File: config.mk
export PLATFORM = sky130hd
export DESIGN_NAME = aluUnit
export DESIGN_NICKNAME = d
export VERILOG_FILES = /design/src/design/cpu_pkg.sv /design/src/design/aluUnit.sv
export VERILOG_INCLUDE_DIRS = /design/src /design/src/design
export SDC_FILE = /design/constraint.sdc
export NUM_CORES = 1
export LEC_CHECK = 0
export ABC_AREA = 1
export BUFFER_PORTS_ARGS = -buffer_cell sky130_fd_sc_hd__buf_2
export CAP_MARGIN = 5
export CORE_UTILIZATION = 45
export CTS_CLUSTER_DIAMETER = 150
export DETAILED_ROUTE_END_ITERATION = 7
export PLACE_DENSITY = 0.62
export SYNTH_ARGS = -nofsm -noshare
export SYNTH_HDL_FRONTEND = slang
export SYNTH_SLANG_ARGS = --single-unit
File: constraint.sdc
create_clock -name Clock -period 4.44 [get_ports Clock]
set_input_delay 0.444 -clock Clock [delete_from_list [all_inputs] [get_ports Clock]]
set_output_delay 0.444 -clock Clock [all_outputs]
set_load 0.02 [all_outputs]
File: src/design/cpu_macros.svh
// MEM_DEPTH must stay a power of two since memory takes only the low address bits of MAR
`ifndef CPU_MACROS_SVH
`define CPU_MACROS_SVH

// Width of the bus and of every storage element
`define WORD_W 32

// Register file entries, addressed by 4-bit instruction fields
`define NUM_REGS 16
`define REG_AW ($clog2(`NUM_REGS))

// Word-addressed memory behind MAR/MDR
`define MEM_DEPTH 512
`define MEM_AW ($clog2(`MEM_DEPTH))

// Shift-add multiplier, one iteration per multiplier bit
`define MUL_STEPS 32

`endif

File: src/design/cpu_pkg.sv
// Instruction layout is fixed at 32 bits; opcode values are not decoded in hardware
`default_nettype none

package cpu_pkg;

   // ALU operation select, 5 bits wide like the opSelect strobe field
   typedef enum logic [4:0] {
      ADD = 5'b00100,
      SUB = 5'b00101,
      AND = 5'b00110,
      OR  = 5'b00111,
      SHL = 5'b01000,
      SHR = 5'b01001,
      MUL = 5'b01110
   } aluOpT;

   // Three-register form
   typedef struct packed {
      logic [4:0]  opcode;
      logic [3:0]  ra;
      logic [3:0]  rb;
      logic [3:0]  rc;
      logic [14:0] spare;
   } irRegT;

   // Immediate and branch form; c2 overlays the low bits of rb
   typedef struct packed {
      logic [4:0]  opcode;
      logic [3:0]  ra;
      logic [1:0]  rbHi;
      logic [1:0]  c2;
      logic [18:0] imm;
   } irImmT;

   typedef union packed {
      irRegT r;
      irImmT i;
   } irFieldsT;

   // Who drives the shared bus in the current step
   typedef enum logic [3:0] {
      BUS_NONE,
      BUS_TB,
      BUS_RF,
      BUS_PC,
      BUS_IR,
      BUS_Y,
      BUS_ZLO,
      BUS_ZHI,
      BUS_MAR,
      BUS_HI,
      BUS_LO,
      BUS_IMM,
      BUS_INPORT,
      BUS_MDR
   } busSrcT;

endpackage

`default_nettype wire

File: src/design/aluUnit.sv
// Operands must hold for the request cycle; only ADD and MUL treat operands as signed
`default_nettype none
`timescale 1ns/1ps
`include "cpu_macros.svh"

module aluUnit (
   input  logic                  Clock,
   input  logic                  rst,
   input  cpu_pkg::aluOpT        opSelect,
   input  logic [`WORD_W-1:0]    y,
   input  logic [`WORD_W-1:0]    b,
   input  logic                  aluReq,
   output logic                  aluAck,
   output logic [2*`WORD_W-1:0]  result
);
   import cpu_pkg::*;

   localparam int CNT_W = $clog2(`MUL_STEPS + 1);
   localparam int SH_W = $clog2(`WORD_W);

   typedef enum logic [1:0] {IDLE, MULT, DONE} stateT;

   stateT                 state;
   logic [2*`WORD_W-1:0]  acc;
   logic [2*`WORD_W-1:0]  mcand;
   logic [`WORD_W-1:0]    mplier;
   logic [CNT_W-1:0]      count;
   logic [2*`WORD_W-1:0]  yExt;
   logic [2*`WORD_W-1:0]  bExt;
   logic [2*`WORD_W-1:0]  quick;
   logic [2*`WORD_W-1:0]  addend;

   assign yExt = {{`WORD_W{y[`WORD_W-1]}}, y};
   assign bExt = {{`WORD_W{b[`WORD_W-1]}}, b};

   // Single-cycle operations
   always_comb begin
      quick = '0;
      case (opSelect)
         ADD: quick = yExt + bExt;
         SUB: quick = {{`WORD_W{1'b0}}, y - b};
         AND: quick = {{`WORD_W{1'b0}}, y & b};
         OR:  quick = {{`WORD_W{1'b0}}, y | b};
         SHL: quick = {{`WORD_W{1'b0}}, y << b[SH_W-1:0]};
         SHR: quick = {{`WORD_W{1'b0}}, y >> b[SH_W-1:0]};
         default: quick = '0;
      endcase
   end

   assign addend = mplier[0] ? mcand : '0;

   always_ff @(posedge Clock) begin
      if (rst) begin
         state  <= IDLE;
         aluAck <= 1'b0;
         acc    <= '0;
         mcand  <= '0;
         mplier <= '0;
         count  <= '0;
      end else begin
         case (state)
            IDLE: begin
               if (aluReq && opSelect == MUL) begin
                  // First partial product straight from the operands
                  acc    <= b[0] ? yExt : '0;
                  mcand  <= yExt << 1;
                  mplier <= b >> 1;
                  count  <= CNT_W'(1);
                  state  <= MULT;
               end else if (aluReq) begin
                  acc    <= quick;
                  aluAck <= 1'b1;
                  state  <= DONE;
               end
            end
            MULT: begin
               if (count == CNT_W'(`MUL_STEPS)) begin
                  aluAck <= 1'b1;
                  state  <= DONE;
               end else begin
                  // Sign bit of the multiplier carries negative weight
                  if (count == CNT_W'(`MUL_STEPS - 1)) begin
                     acc <= acc - addend;
                  end else begin
                     acc <= acc + addend;
                  end
                  mcand  <= mcand << 1;
                  mplier <= mplier >> 1;
                  count  <= count + 1'b1;
               end
            end
            DONE: begin
               if (!aluReq) begin
                  aluAck <= 1'b0;
                  state  <= IDLE;
               end
            end
            default: state <= IDLE;
         endcase
      end
   end

   // Idle passes the live result so Z can load in the request cycle
   assign result = (state == IDLE) ? quick : acc;

endmodule

`default_nettype wire

==> out/qor.yml <==
status:
  outcome: "complete, no violations"
sta:
  clock_skew_ns: 0.0290
  rsz0062_at_grt: "no"
  setup_viol: 0
  max_slew_margin_pct: 22.9
  fmax_mhz: 242
  fin_tns_setup_ns: 0
  slew_violations: 0
  fin_crit_sh_pct: 93.1
  finalCriticalPeriod_ns: 4.14
  worst_pin_slew_ns: 1.16
  finalHoldViolCount: 0
logic_synthesis:
  synth-seq-cells: 167
  syn_inst: 4691
  synth_warnings: 0
  syn-num-nets: 4927
  synth_seq_area_share_pct: 13.4
  synth_edf_count: 0
  synthArstFlopShare_pct: 0
  synth_cell_types: 58
  synthesis.area_sq_um: 25000
  post_synth.cell_area_avg_sq_um: 5.32
  synthFlopType: "dfxtp_1"
power_and_ir_drop:
  ir_drop_v: 0.000325
  cellLeakagePower_nw: 15.2
  total_power_mw: 6.80
  power_density_nw_per_um2: 254
global_routing:
  grt_max_degree: 117
  grt_util_all_layers_pct: 42.0
  overflow: 0
  grt_antenna_before_repair: 6
  grt_pass1_wl_microns: 176000
  grt_pass1_vias: 27620
critical_path:
  path_common_cell: "nand2_1"
  cpLargestDelayFamily: "simple AND/OR/NAND/NOR gates"
  start_kind: "register"
  path_cells: "buf_12, nand2_1, inv_1, nor2_1, nand4_1, nor3_2, nand2_1, nor3_2, nor2_1, xor2_1, ha_1, a21oi_1, o21ai_0, a21o_1, a21oi_1, nand3_1, nand2_1, nand3_1, nand3_1, nand2_1, inv_1"
  critPathArrivalTime_ns: 4.58
  r2r_slack_ns: 0.30
  end_kind: "register"
  r2r-end: "acc[49]"
  slowest_delay_ns: 0.44
  crit_type: "register to register"
  critPathRequiredTime_ns: 4.89
  cp_max_fo: 22
  crit_start: "mplier[0]"
  ff2ff_path_depth: 21
  cpMaxStageDelayCell: "dfxtp_4"
  r2r-start: "mplier[0]"
  crit_buf_inv: 3
place:
  portBuffers: 136
  dp_hpwl_microns: 98100
  gp_congestion: 1.06
drt:
  drtIter0Drc: 4223
  dr_wl_met2_microns: 43800
  dr_wl_met3_microns: 18800
  wirelength_microns: 121000
  drc: 0
  wl_met1_microns: 54700
  highest_layer: "met5"
  ant_nets: 0
  drt_first_pass_iters: 7
  vias: 31563
  detail_route.wl_per_cell_microns: 22.1
  via_per_inst: 5.78
finish:
  final_cell_mix: "nand2_1, inv_1, nand3_1"
  syn2layout_area_growth_pct: 7.42
  drive_above_1_share_pct: 7.25
  layout.cells.most_common: "nand2_1"
  nets: 4942
hold_path:
  holdCritStartpoint: "rst"
  hold_end: "state[1]"
  holdPathStages: 2
  hold_class: "input pin to register"
floorplan:
  die_w_microns: 238
  fp.dieH_microns: 238
  io_pins: 137
  initial_core_util_pct: 45.9
  die-area_sq_um: 56400
  design.core.area_sq_um: 54300
  placementRows: 85
clocking:
  insertion_delay_ns: 0.51
  cts_sinks: 167
  root_buffer: "clkbuf_16"
  cts_hold_buf: 0
  clk_pin_slew_worst_paths_ns: 0.08
  cts_tree: "yes"
  cts_buffers: 17
  cts.path.max_buffers: 2
  htreeDepth: 4
flow_run:
  maxCapViolCount: 0
## routing by layer
metal,global-route usage [%],vias to the layer above
met5,0,-
met1,62.2,14465
met2,54.0,1797
met3,16.9,173
li1,-,15124
met4,11.5,4
## cell usage after synthesis (8+ instances only)
library cell / count / area (sq um)
nand4_1: 71 / 444
buf_1: 13 / 48.8
buf_6: 9 / 101
dfxtp_1: 167 / 3340
a41oi_1: 20 / 175
nand2_1: 1485 / 5570
buf_2: 69 / 345
o211ai_1: 8 / 60.1
nand3b_1: 17 / 128
clkbuf_1: 101 / 379
nand3_1: 565 / 2830
a31oi_1: 100 / 626
o21bai_1: 20 / 150
nor2_1: 398 / 1490
nand2_4: 11 / 124
inv_2: 14 / 52.6
o21ai_0: 291 / 1460
xnor2_1: 17 / 149
inv_1: 686 / 2570
nor3_2: 9 / 90.1
a21oi_1: 229 / 1150
o22ai_1: 9 / 56.3
nand2_2: 32 / 200
nor2_2: 16 / 100
ha_1: 162 / 2030
xor2_1: 52 / 455
nor3_1: 35 / 175
o21ai_1: 11 / 55.1
## worst register-to-register path: cells and delay by family (launching register included)
kind                     cells  cell delay [ns]
AO/OA/AOI/OAI                4             1.10
buffers and inverters        3             0.30
flip-flops                   1             0.44
AND/OR/NAND/NOR             12             1.64
XOR/XNOR                     1             0.24
adder cells (fa/ha/maj)      1             0.38
## logic make-up after synthesis
| family | share of synthesized area [%] |
|---|---|
| XOR/XNOR | 2.42 |
| AO/OA/AOI/OAI | 15.6 |
| adder cells (fa/ha/maj) | 8.28 |
| multiplexers | 0.0802 |
| flip-flops | 13.4 |
| buffers and inverters | 14.5 |
| AND/OR/NAND/NOR | 45.7 |
## area by class of cell
class | instances | area [sq um]
Timing Repair Buffer | 202 | 1220
Clock inverter | 15 | 214
Inverter | 703 | 2640
Antenna cell | 1 | 2.50
Fill cell | 6156 | 27500
Sequential cell | 167 | 3350
Tap cell | 739 | 925
Clock buffer | 17 | 425
Multi-Input combinational cell | 3615 | 18000
## sequential cells by signal, summed over array words and instances (netlist names)
| name | count |
|---|---|
| aluAck | 1 |
| acc | 64 |
| mplier | 31 |
| mcand | 63 |
| count | 6 |
| state | 2 |
## how the worst max path moves through the flow
stage | cells past startpoint | to
floorplan | 28 | acc[48]
global placement | 23 | acc[39]
detailed placement | 23 | acc[39]
CTS | 23 | acc[39]
global route | 23 | acc[35]
finish | 21 | acc[49]
## through the flow
step	std cells	hold WS (ns)	util [%]	setup slack (ns)	instance area (sq um)
finish	5459	0.270	49.4	0.305	26800
floorplan	4691	0.440	-	1.14	25000
CTS	5457	0.237	49.3	0.168	26800
global placement	5425	0.458	48.1	0.235	26100
global route	5458	0.254	49.4	0.0220	26800
detailed placement	5425	0.456	48.1	0.159	26100
## report_power, final
| group | internal [mW] | switching, mW | total [mW] |
|---|---|---|---|
| registers | 1.56 | 0.0813 | 1.65 |
| logic | 0.970 | 2.52 | 3.49 |
| clock network | 0.785 | 0.883 | 1.67 |
| total | 3.32 | 3.48 | 6.80 |
## what timing repair did
item / CTS / global route
gates resized for setup: 0 / 7
hold endpoints to repair: 0 / 0
endpoints found under the setup margin: 0 / 36
setup buffers: 0 / 1
Note: power is estimated with default switching activity, not from simulation.
