==> src/design/cpu_macros.svh <==
// MEM_DEPTH must stay a power of two since memory takes only the low address bits of MAR
`ifndef CPU_MACROS_SVH
`define CPU_MACROS_SVH

// Width of the bus and of every storage element
`define WORD_W 32

// Register file entries, addressed by 4-bit instruction fields
`define NUM_REGS 16
`define REG_AW ($clog2(`NUM_REGS))

// Word-addressed memory behind MAR/MDR
`define MEM_DEPTH 512
`define MEM_AW ($clog2(`MEM_DEPTH))

// Shift-add multiplier, one iteration per multiplier bit
`define MUL_STEPS 32

`endif

==> src/design/cpu_pkg.sv <==
// Instruction layout is fixed at 32 bits; opcode values are not decoded in hardware
`default_nettype none

package cpu_pkg;

   // ALU operation select, 5 bits wide like the opSelect strobe field
   typedef enum logic [4:0] {
      ADD = 5'b00100,
      SUB = 5'b00101,
      AND = 5'b00110,
      OR  = 5'b00111,
      SHL = 5'b01000,
      SHR = 5'b01001,
      MUL = 5'b01110
   } aluOpT;

   // Three-register form
   typedef struct packed {
      logic [4:0]  opcode;
      logic [3:0]  ra;
      logic [3:0]  rb;
      logic [3:0]  rc;
      logic [14:0] spare;
   } irRegT;

   // Immediate and branch form; c2 overlays the low bits of rb
   typedef struct packed {
      logic [4:0]  opcode;
      logic [3:0]  ra;
      logic [1:0]  rbHi;
      logic [1:0]  c2;
      logic [18:0] imm;
   } irImmT;

   typedef union packed {
      irRegT r;
      irImmT i;
   } irFieldsT;

   // Who drives the shared bus in the current step
   typedef enum logic [3:0] {
      BUS_NONE,
      BUS_TB,
      BUS_RF,
      BUS_PC,
      BUS_IR,
      BUS_Y,
      BUS_ZLO,
      BUS_ZHI,
      BUS_MAR,
      BUS_HI,
      BUS_LO,
      BUS_IMM,
      BUS_INPORT,
      BUS_MDR
   } busSrcT;

endpackage

`default_nettype wire

==> src/design/regFile.sv <==
// Only one of gra, grb, grc may be set; R0 is a normal register except under baOut
`default_nettype none
`timescale 1ns/1ps
`include "cpu_macros.svh"

module regFile (
   input  logic                Clock,
   input  logic                rst,
   input  cpu_pkg::irFieldsT   ir,
   input  logic                gra,
   input  logic                grb,
   input  logic                grc,
   input  logic                rin,
   input  logic                rout,
   input  logic                baOut,
   input  logic                rfIn,
   input  logic                rfOut,
   input  logic [`REG_AW-1:0]  rfSelect,
   input  logic [`WORD_W-1:0]  busIn,
   output logic [`WORD_W-1:0]  regOut
);

   logic [`WORD_W-1:0] regs [`NUM_REGS];
   logic [`REG_AW-1:0] regSel;
   logic               useIr;

   // IR fields pick the register for Rin/Rout/BAout steps
   assign useIr = rin | rout | baOut;

   always_comb begin
      regSel = rfSelect;
      if (useIr) begin
         if (gra) begin
            regSel = ir.r.ra;
         end else if (grb) begin
            regSel = ir.r.rb;
         end else if (grc) begin
            regSel = ir.r.rc;
         end
      end
   end

   always_ff @(posedge Clock) begin
      if (rst) begin
         for (int i = 0; i < `NUM_REGS; i++) begin
            regs[i] <= '0;
         end
      end else if (rin || rfIn) begin
         regs[regSel] <= busIn;
      end
   end

   // Base-address path sees R0 as zero
   always_comb begin
      regOut = '0;
      if (rfOut || rout || baOut) begin
         if (!(baOut && regSel == '0)) begin
            regOut = regs[regSel];
         end
      end
   end

endmodule

`default_nettype wire

==> config.mk <==
export PLATFORM = sky130hd
export DESIGN_NAME = regFile
export DESIGN_NICKNAME = d
export VERILOG_FILES = /design/src/design/cpu_pkg.sv /design/src/design/regFile.sv
export VERILOG_INCLUDE_DIRS = /design/src /design/src/design
export SDC_FILE = /design/constraint.sdc
export NUM_CORES = 1
export LEC_CHECK = 0
export BUFFER_PORTS_ARGS = -buffer_cell sky130_fd_sc_hd__buf_4
export CORE_MARGIN = 3
export CORE_UTILIZATION = 30
export DETAILED_ROUTE_END_ITERATION = 10
export RECOVER_POWER = 50
export SLEW_MARGIN = 10
export SYNTH_ARGS = -nofsm -noshare
export SYNTH_HDL_FRONTEND = slang
export SYNTH_SLANG_ARGS = --single-unit
==> constraint.sdc <==
create_clock -name Clock -period 2.8 [get_ports Clock]
set_input_delay 0.56 -clock Clock [delete_from_list [all_inputs] [get_ports Clock]]
set_output_delay 0.56 -clock Clock [all_outputs]
set_load 0.005 [all_outputs]
==> results of run 1 <==
==> metal layers <==
layer / routed length [um] / vias to the layer above / share of wire / global-route usage
met5: 12 / - / 0.00016 / 0
met4: 2660 / 2 / 0.035 / 0.0659
met3: 5390 / 157 / 0.070 / 0.0340
met2: 37600 / 650 / 0.49 / 0.303
met1: 30800 / 8640 / 0.40 / 0.225
li1: - / 7639 / - / -
==> cell families after synthesis <==
kind of cell / count (synthesis)
simple gates: 976
flops: 512
compound gates: 329
buf+inv: 193
mux: 8
==> placed cells by master (no fill, tap or decap), types with 11 or more instances in the layout <==
| cell | netlist | final |
|---|---|---|
| sky130_fd_sc_hd__and2_1 | 513 | 512 |
| sky130_fd_sc_hd__edfxtp_1 | 512 | 512 |
| sky130_fd_sc_hd__nand2_1 | 321 | 307 |
| sky130_fd_sc_hd__buf_4 | 7 | 202 |
| sky130_fd_sc_hd__buf_12 | 0 | 75 |
| sky130_fd_sc_hd__and3_1 | 62 | 62 |
| sky130_fd_sc_hd__a21oi_1 | 69 | 57 |
| sky130_fd_sc_hd__clkbuf_16 | 0 | 56 |
| sky130_fd_sc_hd__a31oi_1 | 62 | 49 |
| sky130_fd_sc_hd__a211oi_1 | 62 | 44 |
| sky130_fd_sc_hd__a32oi_1 | 62 | 42 |
| sky130_fd_sc_hd__buf_6 | 2 | 35 |
| sky130_fd_sc_hd__o22ai_2 | 0 | 34 |
| sky130_fd_sc_hd__o22ai_1 | 62 | 26 |
| sky130_fd_sc_hd__nor3_2 | 10 | 19 |
| sky130_fd_sc_hd__a32oi_2 | 0 | 19 |
| sky130_fd_sc_hd__or2_2 | 16 | 17 |
| sky130_fd_sc_hd__nor2_2 | 0 | 16 |
| sky130_fd_sc_hd__clkbuf_1 | 132 | 15 |
| sky130_fd_sc_hd__a211oi_2 | 0 | 14 |
| sky130_fd_sc_hd__buf_16 | 0 | 14 |
| sky130_fd_sc_hd__nand2_2 | 0 | 12 |
| sky130_fd_sc_hd__nor3_4 | 0 | 11 |
==> per-stage QoR <==
| step | cell area [um^2] | setup slack (ps) | hold WS, ps | std cells |
|---|---|---|---|---|
| global placement | 27400 | -955 | 963 | 3158 |
| global route | 30900 | -669 | 338 | 3297 |
| finish | 31000 | -569 | 352 | 3300 |
| floorplan | 23900 | -75.1 | 758 | 2018 |
| CTS | 30300 | -573 | 319 | 3284 |
| detailed placement | 27400 | -927 | 970 | 3158 |
==> repair_timing <==
item,CTS,global route
buffers inserted,27,13
gates cloned,11,5
gates resized for setup,151,98
endpoints found under the hold margin,0,0
pin swaps,46,53
setup endpoints to repair,32,32
==> final cells by class <==
cell class                      count  share of cell area
Inverter                            1            0.000121
Timing Repair Buffer              338               0.130
Multi-Input combinational cell   1313               0.279
Clock buffer                       65              0.0429
Clock inverter                     28             0.00877
Tap cell                         1040              0.0420
Sequential cell                   512               0.497
Antenna cell                        3            0.000243
==> power by group through the flow <==
stage	Combinational, W	Clock (W)	Sequential (W)
after floorplan	0.00149	0	0.00923
after global placement	0.00306	0	0.00927
after detailed placement	0.00309	0	0.00929
after CTS	0.00360	0.00683	0.00913
after global routing	0.00409	0.00712	0.00918
final	0.00386	0.00676	0.00914
==> path summary, 6_finish.rpt <==
kind	from	to	slack (ps)	cells past startpoint
worst max-delay path	rout	regOut[22]	-570	12
worst min-delay path	busIn[7]	regs[7][7]	350	2
==> impl_table.tex, run 1 <==
\begin{tabular}{lr}
\hline
Metric & Value \\
\hline
\multicolumn{2}{l}{\textbf{Clocking}} \\
Clock buffers created by TritonCTS & just over 50 \\
Root cell of the clock tree & sky130\_fd\_sc\_hd\_\_clkbuf\_16 \\
CTS tree & yes \\
Hold buffer count at CTS & 0 \\
Clk sink count & between 500 and 600 \\
Clock transition at the registers of the reported paths & 70 ps \\
Number of H-tree levels & 2 \\
Maximum root-to-sink buffer count & 3 \\
\multicolumn{2}{l}{\textbf{Route}} \\
Initial DRC Count & 1656 \\
ANT nets after route & 0 \\
Vias per std cell & between 5 and 6 \\
Via count of the routed design & roughly 17000 \\
Pre-antenna DRT Iters & 5 \\
Remaining DRCs & 0 \\
Overall routed net length & 76.4 mm \\
Average wire length per cell after detail routing & between 20 and 25 um \\
\multicolumn{2}{l}{\textbf{Final layout}} \\
Sequential standard cell area & approximately 0.015 mm\^{}2 \\
Final cell utilization of the core & 0.396 \\
Nets & 2295 \\
Area Growth Syn to Fin & 30.0\% \\
Number of flip-flops under the largest register name & between 500 and 600 \\
Number of inserted filler cells in the final layout & between 7000 and 8000 \\
Area taken by multi-input logic gates & 0.00864 mm\^{}2 \\
Most flops, register & regs \\
Fraction of final layout cells sized beyond drive strength 1 & 0.264 \\
Biggest registers after layout & regs (512) \\
\multicolumn{2}{l}{\textbf{Setup path}} \\
Critical path fanouts, max & 10 \\
Startpoint class of the critical path & input port \\
Critical path required time & approximately 2200 ps \\
Cell-by-cell listing of the critical path & buf\_6, or3\_4, a21o\_4, nand2\_8, buf\_12, buf\_16, clkbuf\_16, nand2\_1, a32oi\_2, o22ai\_2, nor3\_2, buf\_4 \\
Slowest cell on the critical path & sky130\_fd\_sc\_hd\_\_or3\_4 \\
Crit path capture type & output pin \\
Worst stage delay on the critical path & 420 ps \\
Worst endpoint data arrival time & roughly 2800 ps \\
Kind of critical path & in2out \\
Number of buffers and inverters on the critical path & 5 \\
Family with the most delay on the worst path & buffers and inverters \\
\multicolumn{2}{l}{\textbf{Logic synthesis}} \\
Share of the synthesized netlist area taken by xor and xnor gates & 0 \\
Total of flip-flops plus latches after synthesis & just over 500 \\
Multiplexer share of the synthesized area & 0.00336 \\
Largest family of logic cells by synthesized area & simple AND/OR/NAND/NOR gates \\
Post-synthesis instance area & approximately 0.024 mm\^{}2 \\
Basic-gate share of the synthesized area counting and, or, nand and nor cells & 0.221 \\
Post-synthesis cell count & between 2000 and 2500 \\
Post-synthesis net count & about 2100 \\
Fraction of post-synthesis cell area in the top cell type by area & 0.646 \\
Ys Warns & 0 \\
Average size of a mapped cell & 11.8 um\^{}2 \\
Library cell with the largest summed area after synthesis & sky130\_fd\_sc\_hd\_\_edfxtp\_1 \\
Fraction of the mapped netlist area in adder cells & 0 \\
Leading cell types by count after synthesis & 513 x sky130\_fd\_sc\_hd\_\_and2\_1, 512 x sky130\_fd\_sc\_hd\_\_edfxtp\_1, 321 x sky130\_fd\_sc\_hd\_\_nand2\_1 \\
Share of synthesized flip-flops with an asynchronous set or reset & 0 \\
Count of cell types in the netlist & 35 \\
Most frequently used flop master after synthesis & sky130\_fd\_sc\_hd\_\_edfxtp\_1 \\
Number of flops mapped to enable cells by yosys & 512 \\
Sequential fraction of the synthesis area & 0.646 \\
Largest cells by area after synthesis & sky130\_fd\_sc\_hd\_\_edfxtp\_1 65\%, sky130\_fd\_sc\_hd\_\_and2\_1 13\%, sky130\_fd\_sc\_hd\_\_nand2\_1 5.1\%, sky130\_fd\_sc\_hd\_\_a32oi\_1 2.3\%, sky130\_fd\_sc\_hd\_\_clkbuf\_1 2.1\% \\
Synth Area in Compound Gates & 0.0953 \\
Dominant cell by count in the synthesized netlist & sky130\_fd\_sc\_hd\_\_and2\_1 \\
\multicolumn{2}{l}{\textbf{STA}} \\
Fin crit period & about 3400 ps \\
Top achievable clock speed & about 300 MHz \\
Worst-margin pin slew & about 700 ps \\
Unrepaired setup endpoints after global routing & yes \\
Worst Setup Slack, final & -569 ps \\
Max Transition Viols Final & 0 \\
Aggregate negative setup slack & -15830 ps \\
Setup-failing EPs final & 32 \\
Hold Violations, Final & 0 \\
Post-route fraction of the period consumed by the critical path & 1.20 \\
Relative slew slack & 0.543 \\
\multicolumn{2}{l}{\textbf{Global routing}} \\
Maximum number of pins on one net before global-route repair & 35 \\
Global-route wire length before repair & about 110 mm \\
Total routing resource utilization after global routing & 0.178 \\
Antenna violations before repair & 5 \\
Number of global-route vias before repair & roughly 17000 \\
Overflow left after global routing & 0 \\
\multicolumn{2}{l}{\textbf{Placed design}} \\
GPL Wtd Cong & 0.815 \\
DPL Wire Length & 46.4 mm \\
Buffers on Ports & 89 \\
\multicolumn{2}{l}{\textbf{Die}} \\
Full die area & around 0.083 mm\^{}2 \\
Std-Cell Core Area & slightly below 0.08 mm\^{}2 \\
Num ports & 110 \\
Die boundary height & approximately 290 um \\
Starting Density & 0.305 \\
DIE WIDTH & $\sim$290 um \\
Rows & between 100 and 150 \\
\multicolumn{2}{l}{\textbf{Power}} \\
Leakage Power & $\sim$11 nW \\
Sequential group share of total power & 0.463 \\
Power Total & slightly below 0.02 W \\
Worst IR drop on VDD & 0.439 mV \\
Power density relative to cell area & $\sim$640 mW/mm\^{}2 \\
Share of total power consumed by net switching & 0.268 \\
Pint & between 0.01 and 0.015 W \\
Logic pwr share & 0.195 \\
Net Sw Power & 0.00530 W \\
Fraction of power consumed by the clock network & 0.342 \\
\multicolumn{2}{l}{\textbf{Run status}} \\
Violations in the final reports & negative setup slack \\
Run status & complete, but fails checks \\
\multicolumn{2}{l}{\textbf{Hold path}} \\
Worst Hold Class & in2reg \\
\multicolumn{2}{l}{\textbf{Job}} \\
Number of max-cap violations & 0 \\
\hline
\end{tabular}
(Power assumes the default switching activity.)
==> run 2: changes to the inputs <==
==> constraint.sdc (replaced) <==
create_clock -name Clock -period 3.75 [get_ports Clock]
set_input_delay 0.75 -clock Clock [delete_from_list [all_inputs] [get_ports Clock]]
set_output_delay 0.75 -clock Clock [all_outputs]
set_load 0.005 [all_outputs]
==> run 2 against run 1 <==
Compared with the run above: non-clock buffer count shrank 30; design area down 1.6%; clock power fell by 24%; setup slack better by 520 ps; largest power group unchanged; utilization fell by 0.64 points; sequential power down 25%; first-iteration DRC count down 0.30%; critical path depth rose by 2; routed wire length rose by 3.3%; largest cell class unchanged; via count grew 0.36%; combinational power is 28% lower; the run still ends with negative setup slack left; critical path type unchanged.
==> impl_table.tex, run 2 (same netlist as run 1, synthesis figures left out) <==
\begin{tabular}{lr}
\hline
Metric & Value \\
\hline
\multicolumn{2}{l}{\textbf{Die}} \\
DIE WIDTH & $\sim$290 um \\
Num ports & 110 \\
Rows & between 100 and 150 \\
Die boundary height & around 290 um \\
Std-Cell Core Area & roughly 0.078 mm\^{}2 \\
Starting Density & 0.305 \\
Full die area & slightly above 0.08 mm\^{}2 \\
\multicolumn{2}{l}{\textbf{Route}} \\
Via count of the routed design & approximately 17000 \\
Pre-antenna DRT Iters & 5 \\
Vias per std cell & about 5.2 \\
Routed wire length on met2 & 38.9 mm \\
ANT nets after route & 0 \\
Remaining DRCs & 0 \\
Overall routed net length & between 70 and 80 mm \\
Routed length on met1 & slightly above 30 mm \\
Routed met3 length & around 6.3 mm \\
Average wire length per cell after detail routing & approximately 24 um \\
Initial DRC Count & between 1500 and 2000 \\
Highest Signal Layer & met5 \\
\multicolumn{2}{l}{\textbf{Final layout}} \\
Fraction of final layout cells sized beyond drive strength 1 & 0.241 \\
Nets & between 2000 and 2500 \\
Final non-filler cell area & 0.0305 mm\^{}2 \\
Number of flip-flops under the largest register name & slightly above 500 \\
Highest-count cells in the layout ignoring fill and taps & 512 x sky130\_fd\_sc\_hd\_\_edfxtp\_1, 509 x sky130\_fd\_sc\_hd\_\_and2\_1, 301 x sky130\_fd\_sc\_hd\_\_nand2\_1 \\
Area Growth Syn to Fin & 27.9\% \\
Biggest registers after layout & regs (512) \\
Fin cells & 3273 \\
Most flops, register & regs \\
Number of inserted filler cells in the final layout & about 7300 \\
Leading cell type in the layout, fill and taps excluded & sky130\_fd\_sc\_hd\_\_edfxtp\_1 \\
\multicolumn{2}{l}{\textbf{Global routing}} \\
Maximum number of pins on one net before global-route repair & 38 \\
Number of global-route vias before repair & 16900 \\
Antenna violations before repair & 6 \\
Global-route wire length before repair & 112 mm \\
Total routing resource utilization after global routing & 0.181 \\
Overflow left after global routing & 0 \\
\multicolumn{2}{l}{\textbf{Setup path}} \\
Slowest cell on the critical path & sky130\_fd\_sc\_hd\_\_or3\_4 \\
Cell-by-cell listing of the critical path & buf\_6, or3\_4, a21o\_4, and2\_4, buf\_12, buf\_12, buf\_12, buf\_6, clkbuf\_16, nand2\_1, a31oi\_1, o22ai\_1, nor3\_2, buf\_4 \\
Cell repeated most along the worst path & sky130\_fd\_sc\_hd\_\_buf\_12 \\
Startpoint class of the critical path & input port \\
Worst stage delay on the critical path & around 450 ps \\
Worst endpoint data arrival time & 3050 ps \\
Number of buffers and inverters on the critical path & 7 \\
Critical path required time & 3000 ps \\
Kind of critical path & in2out \\
Family with the most delay on the worst path & buffers and inverters \\
Critical path fanouts, max & 6 \\
Crit path capture type & output pin \\
\multicolumn{2}{l}{\textbf{STA}} \\
Worst Setup Slack, final & -53.9 ps \\
Max Transition Viols Final & 0 \\
Unrepaired setup endpoints after global routing & yes \\
Top achievable clock speed & about 260 MHz \\
Setup-failing EPs final & 7 \\
Hold Violations, Final & 0 \\
Fin crit period & 3800 ps \\
Post-route fraction of the period consumed by the critical path & 1.01 \\
Final Hold Slack & 542 ps \\
Relative slew slack & 0.633 \\
Worst-margin pin slew & 550 ps \\
\multicolumn{2}{l}{\textbf{Power}} \\
Worst IR drop on VDD & 0.276 mV \\
Power density relative to cell area & just under 500 mW/mm\^{}2 \\
Leakage Power & about 11 nW \\
Power Total & $\sim$0.015 W \\
\multicolumn{2}{l}{\textbf{Placed design}} \\
GPL Wtd Cong & 0.777 \\
DPL Wire Length & between 40 and 50 mm \\
Dpl cells & approximately 3100 \\
Buffers on Ports & 89 \\
Pre-CTS worst setup slack & -479 ps \\
Post-placement cell area & approximately 0.027 mm\^{}2 \\
\multicolumn{2}{l}{\textbf{Job}} \\
Number of max-cap violations & 0 \\
\multicolumn{2}{l}{\textbf{Run status}} \\
Violations in the final reports & negative setup slack \\
Run status & complete, but fails checks \\
\multicolumn{2}{l}{\textbf{Clocking}} \\
Clock transition at the registers of the reported paths & roughly 60 ps \\
Clock buffers created by TritonCTS & 51 \\
Clk sink count & just over 500 \\
Maximum root-to-sink buffer count & 3 \\
CTS tree & yes \\
Root cell of the clock tree & sky130\_fd\_sc\_hd\_\_clkbuf\_16 \\
Number of H-tree levels & 2 \\
\multicolumn{2}{l}{\textbf{Hold path}} \\
Worst Hold Class & in2reg \\
\hline
\end{tabular}
[run 2: cell types whose count changed in the layout (fill, tap and decap cells not counted), moves of 7 or more]
cell                        before  now
sky130_fd_sc_hd__clkbuf_16      56   65
sky130_fd_sc_hd__a21oi_1        57   66
sky130_fd_sc_hd__buf_6          35   18
sky130_fd_sc_hd__buf_12         75   58
sky130_fd_sc_hd__a32oi_2        19   11
sky130_fd_sc_hd__a32oi_1        42   50
sky130_fd_sc_hd__nor3_4         11    4
sky130_fd_sc_hd__o22ai_1        26   34
[run 2: final timing paths]
| path | start | endpoint | slack (ps) | cells past startpoint |
|---|---|---|---|---|
| min | busIn[15] | regs[3][15] | 540 | 2 |
| max | rin | regOut[13] | -50 | 14 |
[run 2: timing repair]
| action | CTS | global route |
|---|---|---|
| cloned | 9 | 14 |
| setup endpoints to repair | 32 | 32 |
| pin swaps | 44 | 74 |
| buffers inserted | 21 | 25 |
| hold buffers | 0 | 0 |
| resized for setup | 78 | 106 |
[run 2: metrics by stage]
stage | TNS (ps) | utilization
2_1_floorplan | 0 | -
3_3_place_gp | -4190 | 0.344
3_5_place_dp | -4580 | 0.344
4_1_cts | -943 | 0.377
5_1_grt | -1540 | 0.390
6_report | -156 | 0.390
[run 2: power by group]
part           internal, W  total [W]  leakage (nW)  switching (W)
clock              0.00295    0.00514         0.805        0.00219
sequential         0.00670    0.00682          4.89       0.000111
combinational      0.00121    0.00278          5.44        0.00157
total               0.0109     0.0147          11.1        0.00387
[run 2: routing by layer]
metal,vias to the layer above,GRT usage
met5,-,0
met4,4,0.0672
met3,169,0.0348
met2,745,0.311
met1,8628,0.228
li1,7603,-
[run 2: cell type report]
type,instances,area [um^2],area share
inverters,1,3.75,0.000123
clock inverters,33,318,0.0104
clock buffers,61,1340,0.0438
well taps,1040,1300,0.0427
multi-input cells,1314,8410,0.276
diodes,4,10.0,0.000329
flip-flops and latches,512,15400,0.505
repair buffers,308,3700,0.122
==> run 3: changes to the inputs <==
==> constraint.sdc (replaced) <==
create_clock -name Clock -period 3.75 [get_ports Clock]
set_input_delay 0 -clock Clock [delete_from_list [all_inputs] [get_ports Clock]]
set_output_delay 0 -clock Clock [all_outputs]
set_load 0.005 [all_outputs]
==> run 3 against run 2 <==
Compared with the run above: the run ends with max-capacitance violations, max-slew violations left; utilization is 4.0 points lower; power is 8.2% lower; sequential share of layout area is 5.8 points higher; non-clock buffer count is 130 lower; critical path type unchanged; largest power group unchanged.
==> impl_table.tex, run 3 (same netlist as run 1, synthesis figures left out) <==
\begin{tabular}{lr}
\hline
Metric & Value \\
\hline
\multicolumn{2}{l}{\textbf{Final layout}} \\
Leading cell type in the layout, fill and taps excluded & sky130\_fd\_sc\_hd\_\_edfxtp\_1 \\
Number of inserted filler cells in the final layout & 7678 \\
Most flops, register & regs \\
Area Growth Syn to Fin & 14.8\% \\
Nets & between 2000 and 2500 \\
Fraction of final layout cells sized beyond drive strength 1 & 0.105 \\
Sequential standard cell area & 0.0154 mm\^{}2 \\
Area taken by multi-input logic gates & 0.00764 mm\^{}2 \\
Biggest registers after layout & regs (512) \\
Highest-count cells in the layout ignoring fill and taps & 512 x sky130\_fd\_sc\_hd\_\_edfxtp\_1, 323 x sky130\_fd\_sc\_hd\_\_and2\_1, 320 x sky130\_fd\_sc\_hd\_\_nand2\_1 \\
Number of flip-flops under the largest register name & roughly 510 \\
\multicolumn{2}{l}{\textbf{Route}} \\
Overall routed net length & 71.1 mm \\
Via count of the routed design & about 16000 \\
Initial DRC Count & 1587 \\
Pre-antenna DRT Iters & 5 \\
ANT nets after route & 0 \\
Average wire length per cell after detail routing & 22.7 um \\
Vias per std cell & 5.16 \\
Remaining DRCs & 0 \\
\multicolumn{2}{l}{\textbf{Clocking}} \\
Clock buffers created by TritonCTS & 50 \\
Number of H-tree levels & 2 \\
Number of post-CTS setup repair buffers & 0 \\
Clock transition at the registers of the reported paths & roughly 60 ps \\
Maximum root-to-sink buffer count & 3 \\
Root cell of the clock tree & sky130\_fd\_sc\_hd\_\_clkbuf\_16 \\
CTS tree & yes \\
Clk sink count & a little over 500 \\
\multicolumn{2}{l}{\textbf{STA}} \\
Post-route fraction of the period consumed by the critical path & 0.877 \\
Aggregate negative setup slack & 0 ps \\
Final Hold Slack & 272 ps \\
Max Transition Viols Final & 461 \\
Top achievable clock speed & around 300 MHz \\
Worst-margin pin slew & about 2200 ps \\
Fin crit period & roughly 3300 ps \\
Setup-failing EPs final & 0 \\
Unrepaired setup endpoints after global routing & no \\
Hold Violations, Final & 0 \\
Relative slew slack & -0.491 \\
Worst Setup Slack, final & 461 ps \\
\multicolumn{2}{l}{\textbf{Global routing}} \\
Global-route wire length before repair & 105 mm \\
Total routing resource utilization after global routing & 0.168 \\
Antenna violations before repair & 5 \\
Number of global-route vias before repair & 16200 \\
Overflow left after global routing & 0 \\
Maximum number of pins on one net before global-route repair & 137 \\
\multicolumn{2}{l}{\textbf{Run status}} \\
Violations in the final reports & max-capacitance violations, max-slew violations \\
Run status & complete, but fails checks \\
\multicolumn{2}{l}{\textbf{Power}} \\
Power density relative to cell area & 495 mW/mm\^{}2 \\
Power Total & around 0.014 W \\
Leakage Power & 9.47 nW \\
Worst IR drop on VDD & roughly 0.35 mV \\
\multicolumn{2}{l}{\textbf{Die}} \\
Std-Cell Core Area & between 0.07 and 0.08 mm\^{}2 \\
Die boundary height & about 290 um \\
Starting Density & 0.305 \\
Rows & approximately 100 \\
Full die area & 0.0828 mm\^{}2 \\
Num ports & 110 \\
DIE WIDTH & 288 um \\
\multicolumn{2}{l}{\textbf{Hold path}} \\
Worst Hold Endpoint & regs[3][20] \\
Worst hold path cell count & 3 \\
Worst Hold Class & in2reg \\
Startpoint of the tightest hold check path & rst \\
\multicolumn{2}{l}{\textbf{Setup path}} \\
Critical path required time & 3750 ps \\
Critical path fanouts, max & 11 \\
Worst endpoint data arrival time & around 3300 ps \\
Kind of critical path & in2out \\
Crit path capture type & output pin \\
Startpoint class of the critical path & input port \\
\multicolumn{2}{l}{\textbf{Placed design}} \\
Buffers on Ports & 89 \\
GPL Wtd Cong & 0.745 \\
Pre-CTS worst setup slack & 494 ps \\
DPL Wire Length & 38.4 mm \\
\multicolumn{2}{l}{\textbf{Job}} \\
Number of max-cap violations & 15 \\
\hline
\end{tabular}
-- run 3: report_power, final --
part           switching (W)  internal, W
registers           0.000101      0.00671
clock network        0.00209      0.00270
logic                0.00128     0.000649
-- run 3: cell type report --
cell class	count	share of cell area
sequential	512	0.563
antenna	4	0.000366
clock buffer	68	0.0490
multi-input combinational	1313	0.280
tap	1040	0.0476
clock inverter	20	0.00627
inverter	1	0.000137
timing repair buffer	178	0.0543
-- run 3: worst max-delay path, cell delays in order --
cell and delay, ps:
sky130_fd_sc_hd__clkbuf_1 120, sky130_fd_sc_hd__or3_1 600, sky130_fd_sc_hd__a21oi_1 390, sky130_fd_sc_hd__or2_0 750
sky130_fd_sc_hd__o32ai_4 480, sky130_fd_sc_hd__buf_4 350, sky130_fd_sc_hd__nor3_1 380, sky130_fd_sc_hd__buf_4 190
-- run 3: timing repair --
item,in CTS,in global routing
endpoints found under the hold margin,512,0
resized for setup,0,0
hold buffers,32,0
-- run 3: metrics by stage --
stage,std cells,util,area [um^2]
2_1_floorplan,2018,-,23800
3_3_place_gp,3012,0.328,25600
3_5_place_dp,3012,0.328,25600
4_1_cts,3132,0.351,27500
5_1_grt,3133,0.350,27300
6_report,3136,0.350,27300
-- run 3: how the worst max path moves through the flow --
stage | end | startpoint | cells after the start
2_1_floorplan | regs[13][0] | gra | 8
3_3_place_gp | regOut[6] | baOut | 10
3_5_place_dp | regOut[6] | baOut | 10
4_1_cts | regOut[6] | baOut | 10
5_1_grt | regOut[6] | baOut | 10
6_report | regOut[13] | baOut | 8
-- run 3: per-layer routing --
metal	share of wire	GRT usage	vias up	routed length, um
met3	0.072	0.0249	122	5130
met5	0.00073	0	-	52
li1	-	-	7286	-
met4	0.029	0.0547	8	2040
met1	0.41	0.224	8155	29500
met2	0.48	0.282	623	34500
